--- src/verilog/mem_check_pkg.sv ---
package mem_check_pkg;

    localparam int ADDR_W        = 10;
    localparam int DATA_W        = 36;
    localparam int RAM_DEPTH     = 1024;
    localparam int LAST_ADDR     = 1023;
    localparam int PATTERN_SHIFT = 16;

    typedef logic [ADDR_W-1:0] ram_addr_t;
    typedef logic [DATA_W-1:0] ram_word_t;
    typedef logic [15:0]       err_count_t;

    // Read request from the sequencer
    typedef struct packed {
        ram_addr_t addr;
        logic      valid;
        logic      last;
    } scan_req_t;

    typedef struct packed {
        logic       valid;
        logic       mismatch;
        logic       pass_done;
        ram_addr_t  addr;
        ram_word_t  expected;
        ram_word_t  actual;
        err_count_t err_count;
    } cmp_result_t;

    // Address in the low field, copy of it at PATTERN_SHIFT, rest zero
    function automatic ram_word_t pattern_word(ram_addr_t a);
        ram_word_t w;
        w = '0;
        w[ADDR_W-1:0] = a;
        w[PATTERN_SHIFT +: ADDR_W] = a;
        return w;
    endfunction

endpackage

--- src/verilog/report_pkg.sv ---
package report_pkg;

    typedef logic [7:0] byte_t;

    localparam byte_t TAG_ERROR = 8'hEE;
    localparam byte_t TAG_PASS  = 8'hC0;

    // Error frame: tag, addr(2), expected(5), actual(5)
    localparam int ERR_FRAME_LEN  = 13;
    // Pass frame: tag, count(2)
    localparam int PASS_FRAME_LEN = 3;
    localparam int FRAME_BUF_LEN  = ERR_FRAME_LEN + PASS_FRAME_LEN;

    localparam int BAUD_DIV        = 8;
    localparam int UART_FRAME_BITS = 10;
    localparam int BAUD_CNT_W      = $clog2(BAUD_DIV);
    localparam int BIT_CNT_W       = $clog2(UART_FRAME_BITS);

    typedef logic [ERR_FRAME_LEN*8-1:0]  err_frame_t;
    typedef logic [PASS_FRAME_LEN*8-1:0] pass_frame_t;
    typedef logic [FRAME_BUF_LEN*8-1:0]  frame_buf_t;
    typedef logic [$clog2(FRAME_BUF_LEN)-1:0] byte_idx_t;

    typedef enum logic [1:0] {
        REP_IDLE,
        REP_LOAD,
        REP_SEND,
        REP_WAIT_TX
    } rep_state_t;

endpackage

--- src/verilog/error_reporter.sv ---
module error_reporter
    import mem_check_pkg::*;
    import report_pkg::*;
(
    input  logic        clk,
    input  logic        rst_n,
    input  cmp_result_t result,
    input  logic        tx_busy,
    output byte_t       tx_byte,
    output logic        tx_start,
    output logic        report_busy,
    output logic        pass_pulse
);

    rep_state_t  state;
    cmp_result_t hold_q;
    frame_buf_t  frame_q;
    byte_idx_t   byte_idx;
    byte_idx_t   last_idx;
    err_frame_t  err_frame;
    pass_frame_t pass_frame;
    logic        take;

    assign take        = (state == REP_IDLE) && result.valid &&
                         (result.mismatch || result.pass_done);
    assign report_busy = (state != REP_IDLE);

    // Words are zero-extended to 40 bits, address to 16
    always_comb begin
        err_frame  = {TAG_ERROR,
                      {(16 - ADDR_W){1'b0}}, hold_q.addr,
                      {(40 - DATA_W){1'b0}}, hold_q.expected,
                      {(40 - DATA_W){1'b0}}, hold_q.actual};
        pass_frame = {TAG_PASS, hold_q.err_count};
    end

    always_ff @(posedge clk) begin
        if (take) begin
            hold_q <= result;
        end
        if (!rst_n) begin
            state      <= REP_IDLE;
            tx_start   <= 1'b0;
            pass_pulse <= 1'b0;
            byte_idx   <= '0;
            last_idx   <= '0;
        end else begin
            tx_start   <= 1'b0;
            pass_pulse <= take && result.pass_done;
            case (state)
                REP_IDLE: begin
                    if (take) begin
                        state <= REP_LOAD;
                    end
                end
                REP_LOAD: begin
                    // Error frame goes first when both are due
                    if (hold_q.mismatch && hold_q.pass_done) begin
                        frame_q  <= {err_frame, pass_frame};
                        last_idx <= byte_idx_t'(FRAME_BUF_LEN - 1);
                    end else if (hold_q.mismatch) begin
                        frame_q  <= {err_frame, {(PASS_FRAME_LEN * 8){1'b0}}};
                        last_idx <= byte_idx_t'(ERR_FRAME_LEN - 1);
                    end else begin
                        frame_q  <= {pass_frame, {(ERR_FRAME_LEN * 8){1'b0}}};
                        last_idx <= byte_idx_t'(PASS_FRAME_LEN - 1);
                    end
                    byte_idx <= '0;
                    state    <= REP_SEND;
                end
                REP_SEND: begin
                    tx_byte  <= frame_q[FRAME_BUF_LEN*8-1 -: 8];
                    tx_start <= 1'b1;
                    state    <= REP_WAIT_TX;
                end
                REP_WAIT_TX: begin
                    // tx_busy is still low in the cycle the strobe is up
                    if (!tx_start && !tx_busy) begin
                        if (byte_idx == last_idx) begin
                            state <= REP_IDLE;
                        end else begin
                            byte_idx <= byte_idx + 1'b1;
                            frame_q  <= frame_q << 8;
                            state    <= REP_SEND;
                        end
                    end
                end
                default: state <= REP_IDLE;
            endcase
        end
    end

endmodule

--- config.mk ---
export PLATFORM = sky130hd
export DESIGN_NAME = error_reporter
export DESIGN_NICKNAME = d
export VERILOG_FILES = /design/src/verilog/mem_check_pkg.sv /design/src/verilog/report_pkg.sv /design/src/verilog/error_reporter.sv
export SDC_FILE = /design/constraint.sdc
export NUM_CORES = 1
export LEC_CHECK = 0
export BUFFER_PORTS_ARGS = -buffer_cell sky130_fd_sc_hd__buf_2
export CAP_MARGIN = 20
export CORE_MARGIN = 2
export CORE_UTILIZATION = 60
export CTS_BUF_LIST = sky130_fd_sc_hd__clkbuf_4
export CTS_CLUSTER_SIZE = 14
export DETAILED_ROUTE_END_ITERATION = 10
export GPL_ROUTABILITY_DRIVEN = 0
export PLACE_DENSITY = 0.87
export SLEW_MARGIN = 0
export SYNTH_ARGS = -nofsm -noshare
export SYNTH_HDL_FRONTEND = slang
export SYNTH_SLANG_ARGS = --single-unit
--- constraint.sdc ---
create_clock -name clk -period 12.9 [get_ports clk]
set_input_delay 0.645 -clock clk [delete_from_list [all_inputs] [get_ports clk]]
set_output_delay 0.645 -clock clk [all_outputs]
set_load 0.01 [all_outputs]
==> out/summary.txt, run 1 <==
Outcome -> finished clean
Vias in the first global route -> 5915
# clock sinks -> 247
Worst ir drop on vdd -> 0.07308 mV
Syn_area_per_cell -> 14.28 um2
Final Non-Filler Cells -> 1025
F_max -> 306.8 MHz
Critical R2R Launch -> state[0]$_SDFFE_PN0P_
Most common cell in the netlist -> edfxtp_1
Core area -> 0.01520 mm2
# DRC -> 0
RSZ-0062 raised after global routing -> no
Crit. path cell count -> 4
Worst path cell trace -> nand2_1 > a211oi_4 > buf_4 > buf_4
N_diodes -> 0
Distinct cells, synth -> 40
Post-place setup slack -> 9.540 ns
Largest cells by area after synthesis -> edfxtp_1 (76%), nand2_1 (7.2%), nand3_1 (4.2%), dfxtp_1 (2.4%), mux2i_1 (1.2%)
GR Overflow Total -> 0
PwrDens -> 155.8 mW/mm2
Total Wirelength -> 18670 um
Largest family of logic cells by synthesized area -> simple AND/OR/NAND/NOR gates
Number of flops mapped to enable cells by yosys -> 236
Worst reg2reg path depth -> 4
CP startpoint kind -> flip-flop
Worst setup EP type -> flip-flop
Final Max Tran Viols -> 0
CTS tree -> done
DRT antenna net count -> 0
Data arrival time of the critical path -> 3.54 ns
Leak Pwr -> 4.289 nW
Total Routing Usage GR -> 0.2245
Share of post-route cells with drive strength above 1 -> 0.2724
# rows -> 45
DP Wirelength -> 11070 um
R2R Path End -> frame_q[36]$_DFFE_PP_
Worst Slack Setup Final -> 9.641 ns
Worst-Skew Late Latency -> 0.68 ns
# hold bufs at CTS -> 0
Crit path top cell by count -> buf_4
Synthesized instance count -> 652
Post-Synth Adder-Cell Area -> 0.001344
CP Max Fanout -> 77
First-pass GRT wire length -> 28590 um
Most frequent cells after synthesis -> edfxtp_1 (236), nand2_1 (179), nand3_1 (79), clkbuf_1 (23), and3_1 (17)
Initial Utilization -> 0.6123
Post-CTS Setup Bufs -> 0
Num CTS Buffers -> 60
Fin area -> 0.01082 mm2
Synth Area in Compound Gates -> 0.02527
DP Area -> 0.009990 mm2
Post-Synth XOR/XNOR Area -> 0.001882
Synth Area in Simple Gates -> 0.1536
Slowest stage cell, crit path -> buf_4
DRT iter0 DRCs -> 685
Worst-margin pin slew -> 1.005 ns
Clock H-tree levels -> 2
Top delay family on crit path -> buffers and inverters
DIE HEIGHT -> 128.6 um
Post-synth top flop -> edfxtp_1
Die width -> 128.6 um
Leading area contributor after synthesis -> edfxtp_1
Top-level I/O count -> 115
Post-Synthesis Cell Area -> 0.009308 mm2
Placed insts -> 919
Hold depth -> 1
Final hold violation count -> 0
Yosys warning count -> 0
Initial antenna violation count -> 0
Synth top area share -> 0.7614
Mux cell area share after synthesis -> 0.01183
Max_cap viols -> 0
Hold WC Path Type -> in2reg
Net Count, Synth -> 757
Final Cycle Share -> 0.2527
Final net count -> 901
Hold Crit Start -> result[45]
Port buffer count -> 114
Area grow syn2layout -> 16.27%
Setup TNS -> 0 ns
Critical path required time -> 13.18 ns
Clk root buf -> clkbuf_4
Max incr delay on CP -> 0.86 ns
Vias -> 5875
Pre-Repair DR Iteration Count -> 5
Shortest period the worst path allows -> 3.259 ns
Vias per cell -> 5.732
DR WL/cell -> 18.21 um
PostCTS Resize Cnt -> 0
Total Die Area -> 0.01653 mm2
Crit path kind -> reg2reg
Slew headroom -> 0.3301
Final setup viols -> 0
Worst hold slack -> 0.1346 ns
Ys async rst share -> 0
Yosys reg bits -> 247
Pin count of the biggest net entering global routing -> 123
Clk_skew -> 0.03093 ns
Buf/Inv on CP -> 2
Worst Hold End -> err_frame[29]$_DFFE_PP_
CTS clk-pin slew, worst paths -> 0.08 ns
Maximum clock path buffer count -> 3
Sequential element share of the synthesized area -> 0.7851
R2R Setup Slk -> 9.64 ns
-- power breakdown --
group          internal (mW)  switching, mW  total (mW)
clock network          0.350          0.293       0.643
logic                 0.0342         0.0610      0.0952
registers              0.929         0.0181       0.947
-- worst reg2reg max path: stages, from the launching register on --
cell	delay (ns)
dfxtp_1	0.84
nand2_1	0.31
a211oi_4	0.27
buf_4	0.55
buf_4	0.88
-- layout make-up --
class	count	area [um2]
flip-flops and latches	247	7307
fillers	949	4380
multi-input cells	362	1828
clock buffers	95	713.2
repair buffers	122	668.1
well taps	188	235.2
clock inverters	8	58.81
inverters	3	11.26
-- metal layers --
metal / vias to the layer above / part of all wire / GRT usage
met4: 0 / 0.032 / 0.09974
met5: - / 0 / 0
met3: 60 / 0.081 / 0.04823
met1: 2788 / 0.38 / 0.2898
li1: 2687 / - / -
met2: 340 / 0.51 / 0.3733
-- per-stage QoR --
stage | power (mW) | util
6_report | 1.686 | 0.7119
5_1_grt | 1.748 | 0.7119
4_1_cts | 1.694 | 0.7079
3_5_place_dp | 1.056 | 0.6571
3_3_place_gp | 1.049 | 0.6571
2_1_floorplan | 1.023 | -
-- cell families after synthesis --
family,Yosys count
multiplexers,11
adder cells (fa/ha/maj),1
AO/OA/AOI/OAI,33
flip-flops,247
buffers and inverters,43
AND/OR/NAND/NOR,315
XOR/XNOR,2
-- layout by cell type, fill, tap and decap left out, types with 2 or more instances in the layout --
cell type    n
mux2i_1     11
nor3b_1      2
clkbuf_4    95
and2_1       8
nand3b_1     7
nand3_1     79
a211oi_4     2
inv_1        3
clkinv_2     2
a31oi_1      3
a21oi_1      2
buf_16       2
edfxtp_1   236
clkinv_1     5
nand2_1    179
buf_4        5
nor2_1       5
nand4_1      4
xor2_1       2
a21o_1       2
dfxtp_1     11
a22o_1       8
o21ai_0     12
nand2b_1     3
buf_2      115
and3_1      17
-- worst max-delay path by stage --
stage	start	end	slack (ns)
after floorplan	rst_n	frame_q[0]$_SDFFCE_PP0P_	1.65
after global placement	state[0]$_SDFFE_PN0P_	frame_q[35]$_DFFE_PP_	9.66
after detailed placement	state[0]$_SDFFE_PN0P_	frame_q[33]$_DFFE_PP_	9.54
after CTS	state[0]$_SDFFE_PN0P_	frame_q[36]$_DFFE_PP_	9.52
after global routing	state[0]$_SDFFE_PN0P_	frame_q[36]$_DFFE_PP_	9.40
final	state[0]$_SDFFE_PN0P_	frame_q[36]$_DFFE_PP_	9.64
-- sequential cells by signal (all words and copies together), names as in the netlist --
name and count:
tx_byte 8, tx_start 1, pass_pulse 1, byte_idx 4
err_frame 82, frame_q 128, last_idx 3, state 2
hold_q 18
Note: power is estimated with default switching activity, not from simulation.
==> inputs of run 2 (changes only) <==
--- a/config.mk
+++ b/config.mk
@@ -8,12 +8,12 @@
 export BUFFER_PORTS_ARGS = -buffer_cell sky130_fd_sc_hd__buf_2
 export CAP_MARGIN = 20
 export CORE_MARGIN = 2
-export CORE_UTILIZATION = 60
+export CORE_UTILIZATION = 54
 export CTS_BUF_LIST = sky130_fd_sc_hd__clkbuf_4
 export CTS_CLUSTER_SIZE = 14
 export DETAILED_ROUTE_END_ITERATION = 10
 export GPL_ROUTABILITY_DRIVEN = 0
-export PLACE_DENSITY = 0.87
+export PLACE_DENSITY = 0.83
 export SLEW_MARGIN = 0
 export SYNTH_ARGS = -nofsm -noshare
 export SYNTH_HDL_FRONTEND = slang
==> constraint.sdc (replaced) <==
create_clock -name clk -period 2.85 [get_ports clk]
set_input_delay 0.1425 -clock clk [delete_from_list [all_inputs] [get_ports clk]]
set_output_delay 0.1425 -clock clk [all_outputs]
set_load 0.01 [all_outputs]
==> out/summary.txt, run 2 (synthesis results as in run 1) <==
Leading cell types in the layout, fill and taps excluded -> edfxtp_1 (236), nand2_1 (179), buf_2 (114)
Data arrival time of the critical path -> 2.47 ns
Worst path cell trace -> nand2_1 > a211oi_4 > buf_12
Core area -> 0.01706 mm2
DP Wirelength -> 10630 um
N_diodes -> 0
GR Overflow Total -> 0
Critical path required time -> 3.12 ns
Max_cap viols -> 0
Most flops, register -> frame_q
Top-level I/O count -> 115
Area grow syn2layout -> 28.00%
Worst setup EP type -> flip-flop
Vias per cell -> 5.236
CP Max Fanout -> 116
Slew headroom -> 0.5147
Worst-margin pin slew -> 0.7272 ns
Port buffer count -> 114
DR WL/cell -> 17.48 um
Final Non-Filler Cells -> 1178
CTS clk-pin slew, worst paths -> 0.07 ns
Shortest period the worst path allows -> 2.194 ns
DRT antenna net count -> 0
Pwr Total -> 7.674 mW
DRT iter0 DRCs -> 609
Vias -> 6168
Vias in the first global route -> 6328
# clock sinks -> 247
Final Max Tran Viols -> 0
Pre-Repair DR Iteration Count -> 5
Clk_skew -> 0.03271 ns
Final Cycle Share -> 0.7697
Share of post-route cells with drive strength above 1 -> 0.2392
# DRC -> 0
Clk root buf -> clkbuf_4
CP startpoint kind -> flip-flop
Number of flip-flops in the largest register -> 128
Max incr delay on CP -> 0.62 ns
Maximum clock path buffer count -> 3
F_max -> 455.8 MHz
Final net count -> 1007
PostCTS Resize Cnt -> 0
# rows -> 48
Worst-Skew Late Latency -> 0.67 ns
Hold WC Path Type -> in2reg
PwrDens -> 644.1 mW/mm2
Final hold violation count -> 0
Total Routing Usage GR -> 0.2285
Slowest stage cell, crit path -> dfxtp_1
Total Die Area -> 0.01830 mm2
DIE HEIGHT -> 135.3 um
First-pass GRT wire length -> 32050 um
CTS tree -> done
Most common cell after layout, fill and taps aside -> edfxtp_1
Initial antenna violation count -> 0
Pin count of the biggest net entering global routing -> 122
Num CTS Buffers -> 61
Initial Utilization -> 0.5457
Clock H-tree levels -> 2
Leak Pwr -> 4.717 nW
Crit path kind -> reg2reg
Final setup viols -> 0
Die width -> 135.3 um
Outcome -> finished clean
Total Wirelength -> 20600 um
Worst ir drop on vdd -> 0.3711 mV
RSZ-0062 raised after global routing -> no
Placed insts -> 962
[run 2: cell types whose count changed in the layout (fill, tap and decap cells not counted), sizes merged]
cell / before / now
bufinv: 1 / 0
buf: 122 / 125
dlygate4sd3: 0 / 102
clkbuf: 95 / 87
clkinv: 7 / 25
inv: 3 / 5
[run 2: critical path: cells and delay by family, from the launching register on]
kind                   cells  cell delay, ns
AOI/OAI and AO/OA          1            0.33
DFF                        1            0.62
and+or+nand+nor            1            0.26
buffers and inverters      1            0.49
[run 2: per-layer routing]
layer / vias to the layer above / global-route usage / routed length, um
li1: 2901 / - / -
met1: 2975 / 0.2858 / 8196
met2: 271 / 0.3988 / 10840
met3: 21 / 0.05874 / 1346
met4: 0 / 0.06308 / 210
met5: - / 0 / 0
[run 2: area by class of cell]
cell class                      instances  area (um2)
Clock buffer                           87       653.1
Clock inverter                         27       106.4
Fill cell                            1148        5142
Inverter                                3       11.26
Multi-Input combinational cell        362        1843
Sequential cell                       247        7307
Tap cell                              225       281.5
Timing Repair Buffer                  227        1712
[run 2: per-stage QoR]
| step | setup TNS (ns) | util | hold slack, ns | setup WS, ns | instance area (um2) |
|---|---|---|---|---|---|
| global route | 0 | 0.6985 | 0.1272 | 0.4826 | 11910 |
| finish | 0 | 0.6985 | 0.1400 | 0.6562 | 11910 |
| global placement | 0 | 0.5941 | 0.3195 | 0.7702 | 10130 |
| CTS | 0 | 0.6985 | 0.09411 | 0.6557 | 11910 |
| detailed placement | 0 | 0.5941 | 0.3206 | 0.7078 | 10130 |
| floorplan | -217.65 | - | 0.2414 | -1.700 | 9354 |
[run 2: final timing paths]
| check | from | endpoint | slack [ns] | cells past startpoint |
|---|---|---|---|---|
| max | state[0]$_SDFFE_PN0P_ | frame_q[48]$_DFFE_PP_ | 0.66 | 3 |
| min | result[100] | state[0]$_SDFFE_PN0P_ | 0.14 | 5 |
| max reg2reg | state[0]$_SDFFE_PN0P_ | frame_q[48]$_DFFE_PP_ | 0.66 | 3 |
| min reg2reg | frame_q[125]$_DFFE_PP_ | tx_byte[5]$_DFFE_PP_ | 0.42 | 0 |
[run 2: report_power, final]
group / total, mW / switching, mW / internal, mW / leakage [nW]
logic: 0.563 / 0.313 / 0.250 / 1.96
registers: 4.28 / 0.0732 / 4.20 / 2.30
clock network: 2.83 / 1.42 / 1.42 / 0.457
[run 2: timing repair]
action | in CTS | in global routing
endpoints found under the hold margin | 107 | 0
hold buffers | 102 | 0
setup buffers | 0 | 0
==> inputs of run 3 (changes only) <==
--- a/config.mk
+++ b/config.mk
@@ -5,15 +5,16 @@
 export SDC_FILE = /design/constraint.sdc
 export NUM_CORES = 1
 export LEC_CHECK = 0
+export ABC_AREA = 1
 export BUFFER_PORTS_ARGS = -buffer_cell sky130_fd_sc_hd__buf_2
 export CAP_MARGIN = 20
 export CORE_MARGIN = 2
-export CORE_UTILIZATION = 54
+export CORE_UTILIZATION = 60
 export CTS_BUF_LIST = sky130_fd_sc_hd__clkbuf_4
 export CTS_CLUSTER_SIZE = 14
 export DETAILED_ROUTE_END_ITERATION = 10
 export GPL_ROUTABILITY_DRIVEN = 0
-export PLACE_DENSITY = 0.83
+export PLACE_DENSITY = 0.87
 export SLEW_MARGIN = 0
 export SYNTH_ARGS = -nofsm -noshare
 export SYNTH_HDL_FRONTEND = slang
==> constraint.sdc (replaced) <==
create_clock -name clk -period 2.25 [get_ports clk]
set_input_delay 0.1125 -clock clk [delete_from_list [all_inputs] [get_ports clk]]
set_output_delay 0.1125 -clock clk [all_outputs]
set_load 0.01 [all_outputs]
==> out/summary.txt, run 3 <==
Outcome -> finished clean
Worst-margin pin slew -> 0.9534 ns
F_max -> 478.7 MHz
Share of post-route cells with drive strength above 1 -> 0.2761
Placed insts -> 835
Initial Utilization -> 0.6171
Yosys reg bits -> 247
Post-synth top flop -> edfxtp_1
Total Wirelength -> 22410 um
Num CTS Buffers -> 58
Data arrival time of the critical path -> 2.59 ns
Total Die Area -> 0.01606 mm2
# DRC -> 0
Shortest period the worst path allows -> 2.089 ns
Number of flip-flops in the largest register -> 128
Final Cycle Share -> 0.9284
CTS tree -> done
Final Non-Filler Cells -> 1036
Worst Slack Setup Final -> 0.1611 ns
Critical R2R Launch -> state[0]$_SDFFE_PN0P_
Largest cells by area after synthesis -> edfxtp_1 (78%), a22o_1 (7.0%), dfxtp_1 (2.4%), nand2_1 (2.2%), nor2_1 (2.1%)
PwrDens -> 840.1 mW/mm2
CP startpoint kind -> flip-flop
# clock sinks -> 247
Vias in the first global route -> 6369
Core area -> 0.01464 mm2
Max_cap viols -> 0
Synth top area share -> 0.7843
Final hold violation count -> 0
# fillers -> 719
CP Max Fanout -> 66
Post-Synthesis Cell Area -> 0.009036 mm2
Maximum clock path buffer count -> 3
Top delay family on crit path -> buffers and inverters
Distinct cells, synth -> 31
Initial antenna violation count -> 1
Worst path cell trace -> nand2_2 > inv_4 > nor2_4 > buf_4 > a22o_1
Final net count -> 919
Pint -> 7.375 mW
Worst hold slack -> 0.1134 ns
Critical path required time -> 2.75 ns
Syn_area_per_cell -> 16.40 um2
Port buffer count -> 114
DP Wirelength -> 11320 um
Clock share of power -> 0.358
Leak Pwr -> 4.466 nW
Clock H-tree levels -> 2
CTS clk-pin slew, worst paths -> 0.09 ns
GR Overflow Total -> 0
Most frequent cells after synthesis -> edfxtp_1 (236), a22o_1 (72), nand2_1 (52), nor2_1 (50), inv_1 (33)
Total Routing Usage GR -> 0.2834
Clk_skew -> 0.06725 ns
Vias per cell -> 5.776
Die width -> 126.7 um
Sw Pwr -> 2.366 mW
DIE HEIGHT -> 126.7 um
RSZ-0062 raised after global routing -> no
Hold Crit Start -> result[43]
Most common cell in the netlist -> edfxtp_1
Synthesized instance count -> 551
Post-CTS Setup Bufs -> 0
Worst ir drop on vdd -> 0.5122 mV
Ys async rst share -> 0
Clk root buf -> clkbuf_4
Top-level I/O count -> 115
Vias -> 5984
# rows -> 44
Most flops, register -> frame_q
Buf/Inv on CP -> 2
Pin count of the biggest net entering global routing -> 87
Max incr delay on CP -> 0.63 ns
Leading area contributor after synthesis -> edfxtp_1
Yosys warning count -> 0
DR WL/cell -> 21.63 um
Pre-Repair DR Iteration Count -> 6
Post-place setup slack -> 0.2946 ns
Final Max Tran Viols -> 0
DRT iter0 DRCs -> 714
Area grow syn2layout -> 28.32%
Final setup viols -> 0
Net Count, Synth -> 656
Fin util -> 0.7918
Leading cell types in the layout, fill and taps excluded -> edfxtp_1 (236), buf_2 (114), dlygate4sd3_1 (103)
Sw Ratio -> 0.2429
Worst setup EP type -> flip-flop
Sequential power share -> 0.563
Slew headroom -> 0.3644
Worst Setup SP -> state[0]$_SDFFE_PN0P_
Sequential element share of the synthesized area -> 0.8086
Number of flops mapped to enable cells by yosys -> 236
Slowest stage cell, crit path -> buf_4
Most common cell after layout, fill and taps aside -> edfxtp_1
Crit path kind -> reg2reg
Worst-Skew Late Latency -> 0.72 ns
DRT antenna net count -> 0
Hold WC Path Type -> in2reg
First-pass GRT wire length -> 33840 um
Combinational Power Share -> 0.079
-- run 3: final timing paths --
kind                                                 to  slack, ns  cells after the start
worst min-delay path            err_frame[27]$_DFFE_PP_       0.11                      2
worst max register to register    frame_q[98]$_DFFE_PP_       0.16                      5
worst max-delay path              frame_q[98]$_DFFE_PP_       0.16                      5
worst min register to register     tx_byte[3]$_DFFE_PP_       0.41                      0
-- run 3: power groups by stage --
stage / registers [mW] / clock network, mW / logic [mW]
floorplan: 5.52 / 0 / 0.366
global placement: 5.56 / 0 / 0.548
detailed placement: 5.57 / 0 / 0.594
CTS: 5.47 / 3.43 / 0.739
global route: 5.49 / 3.75 / 0.827
finish: 5.48 / 3.49 / 0.769
-- run 3: what timing repair did --
item / 4_1_cts / 5_1_grt
endpoints found under the hold margin: 111 / 0
resized for setup: 0 / 0
hold buffers: 103 / 0
-- run 3: kinds of logic (layout without fill, tap and decap cells) --
logic type | count (synthesis) | count (layout) | share of synthesized area
other | 0 | 1 | 0
buffers and inverters | 65 | 365 | 0.03171
DFF | 247 | 247 | 0.8086
AOI/OAI and AO/OA | 107 | 107 | 0.09388
xor gates and xnor gates | 2 | 2 | 0.001939
adders and majority gates | 1 | 1 | 0.001384
and+or+nand+nor | 129 | 129 | 0.06245
-- run 3: through the flow --
step	cell area [um2]	TNS (ns)	power [mW]
after floorplan	9057	-135.65	5.888
after global placement	9873	0	6.104
after detailed placement	9873	0	6.163
after CTS	11590	0	9.646
after global routing	11590	0	10.07
final	11590	0	9.741
-- run 3: cell type report --
class | instances | area [um2] | share of cell area
Sequential cell | 247 | 7310 | 0.6304
Timing Repair Buffer | 230 | 1762 | 0.1519
Tap cell | 184 | 230.2 | 0.01986
Multi-Input combinational cell | 239 | 1458 | 0.1257
Clock buffer | 81 | 608.1 | 0.05244
Antenna cell | 1 | 2.502 | 0.0002158
Clock inverter | 16 | 80.08 | 0.006906
Inverter | 38 | 145.1 | 0.01252
-- run 3: per-layer routing --
layer | vias up | share of wire | global-route usage
li1 | 2622 | - | -
met1 | 2901 | 0.36 | 0.3354
met2 | 393 | 0.52 | 0.4960
met3 | 68 | 0.087 | 0.07254
met4 | 0 | 0.038 | 0.1228
met5 | - | 0 | 0
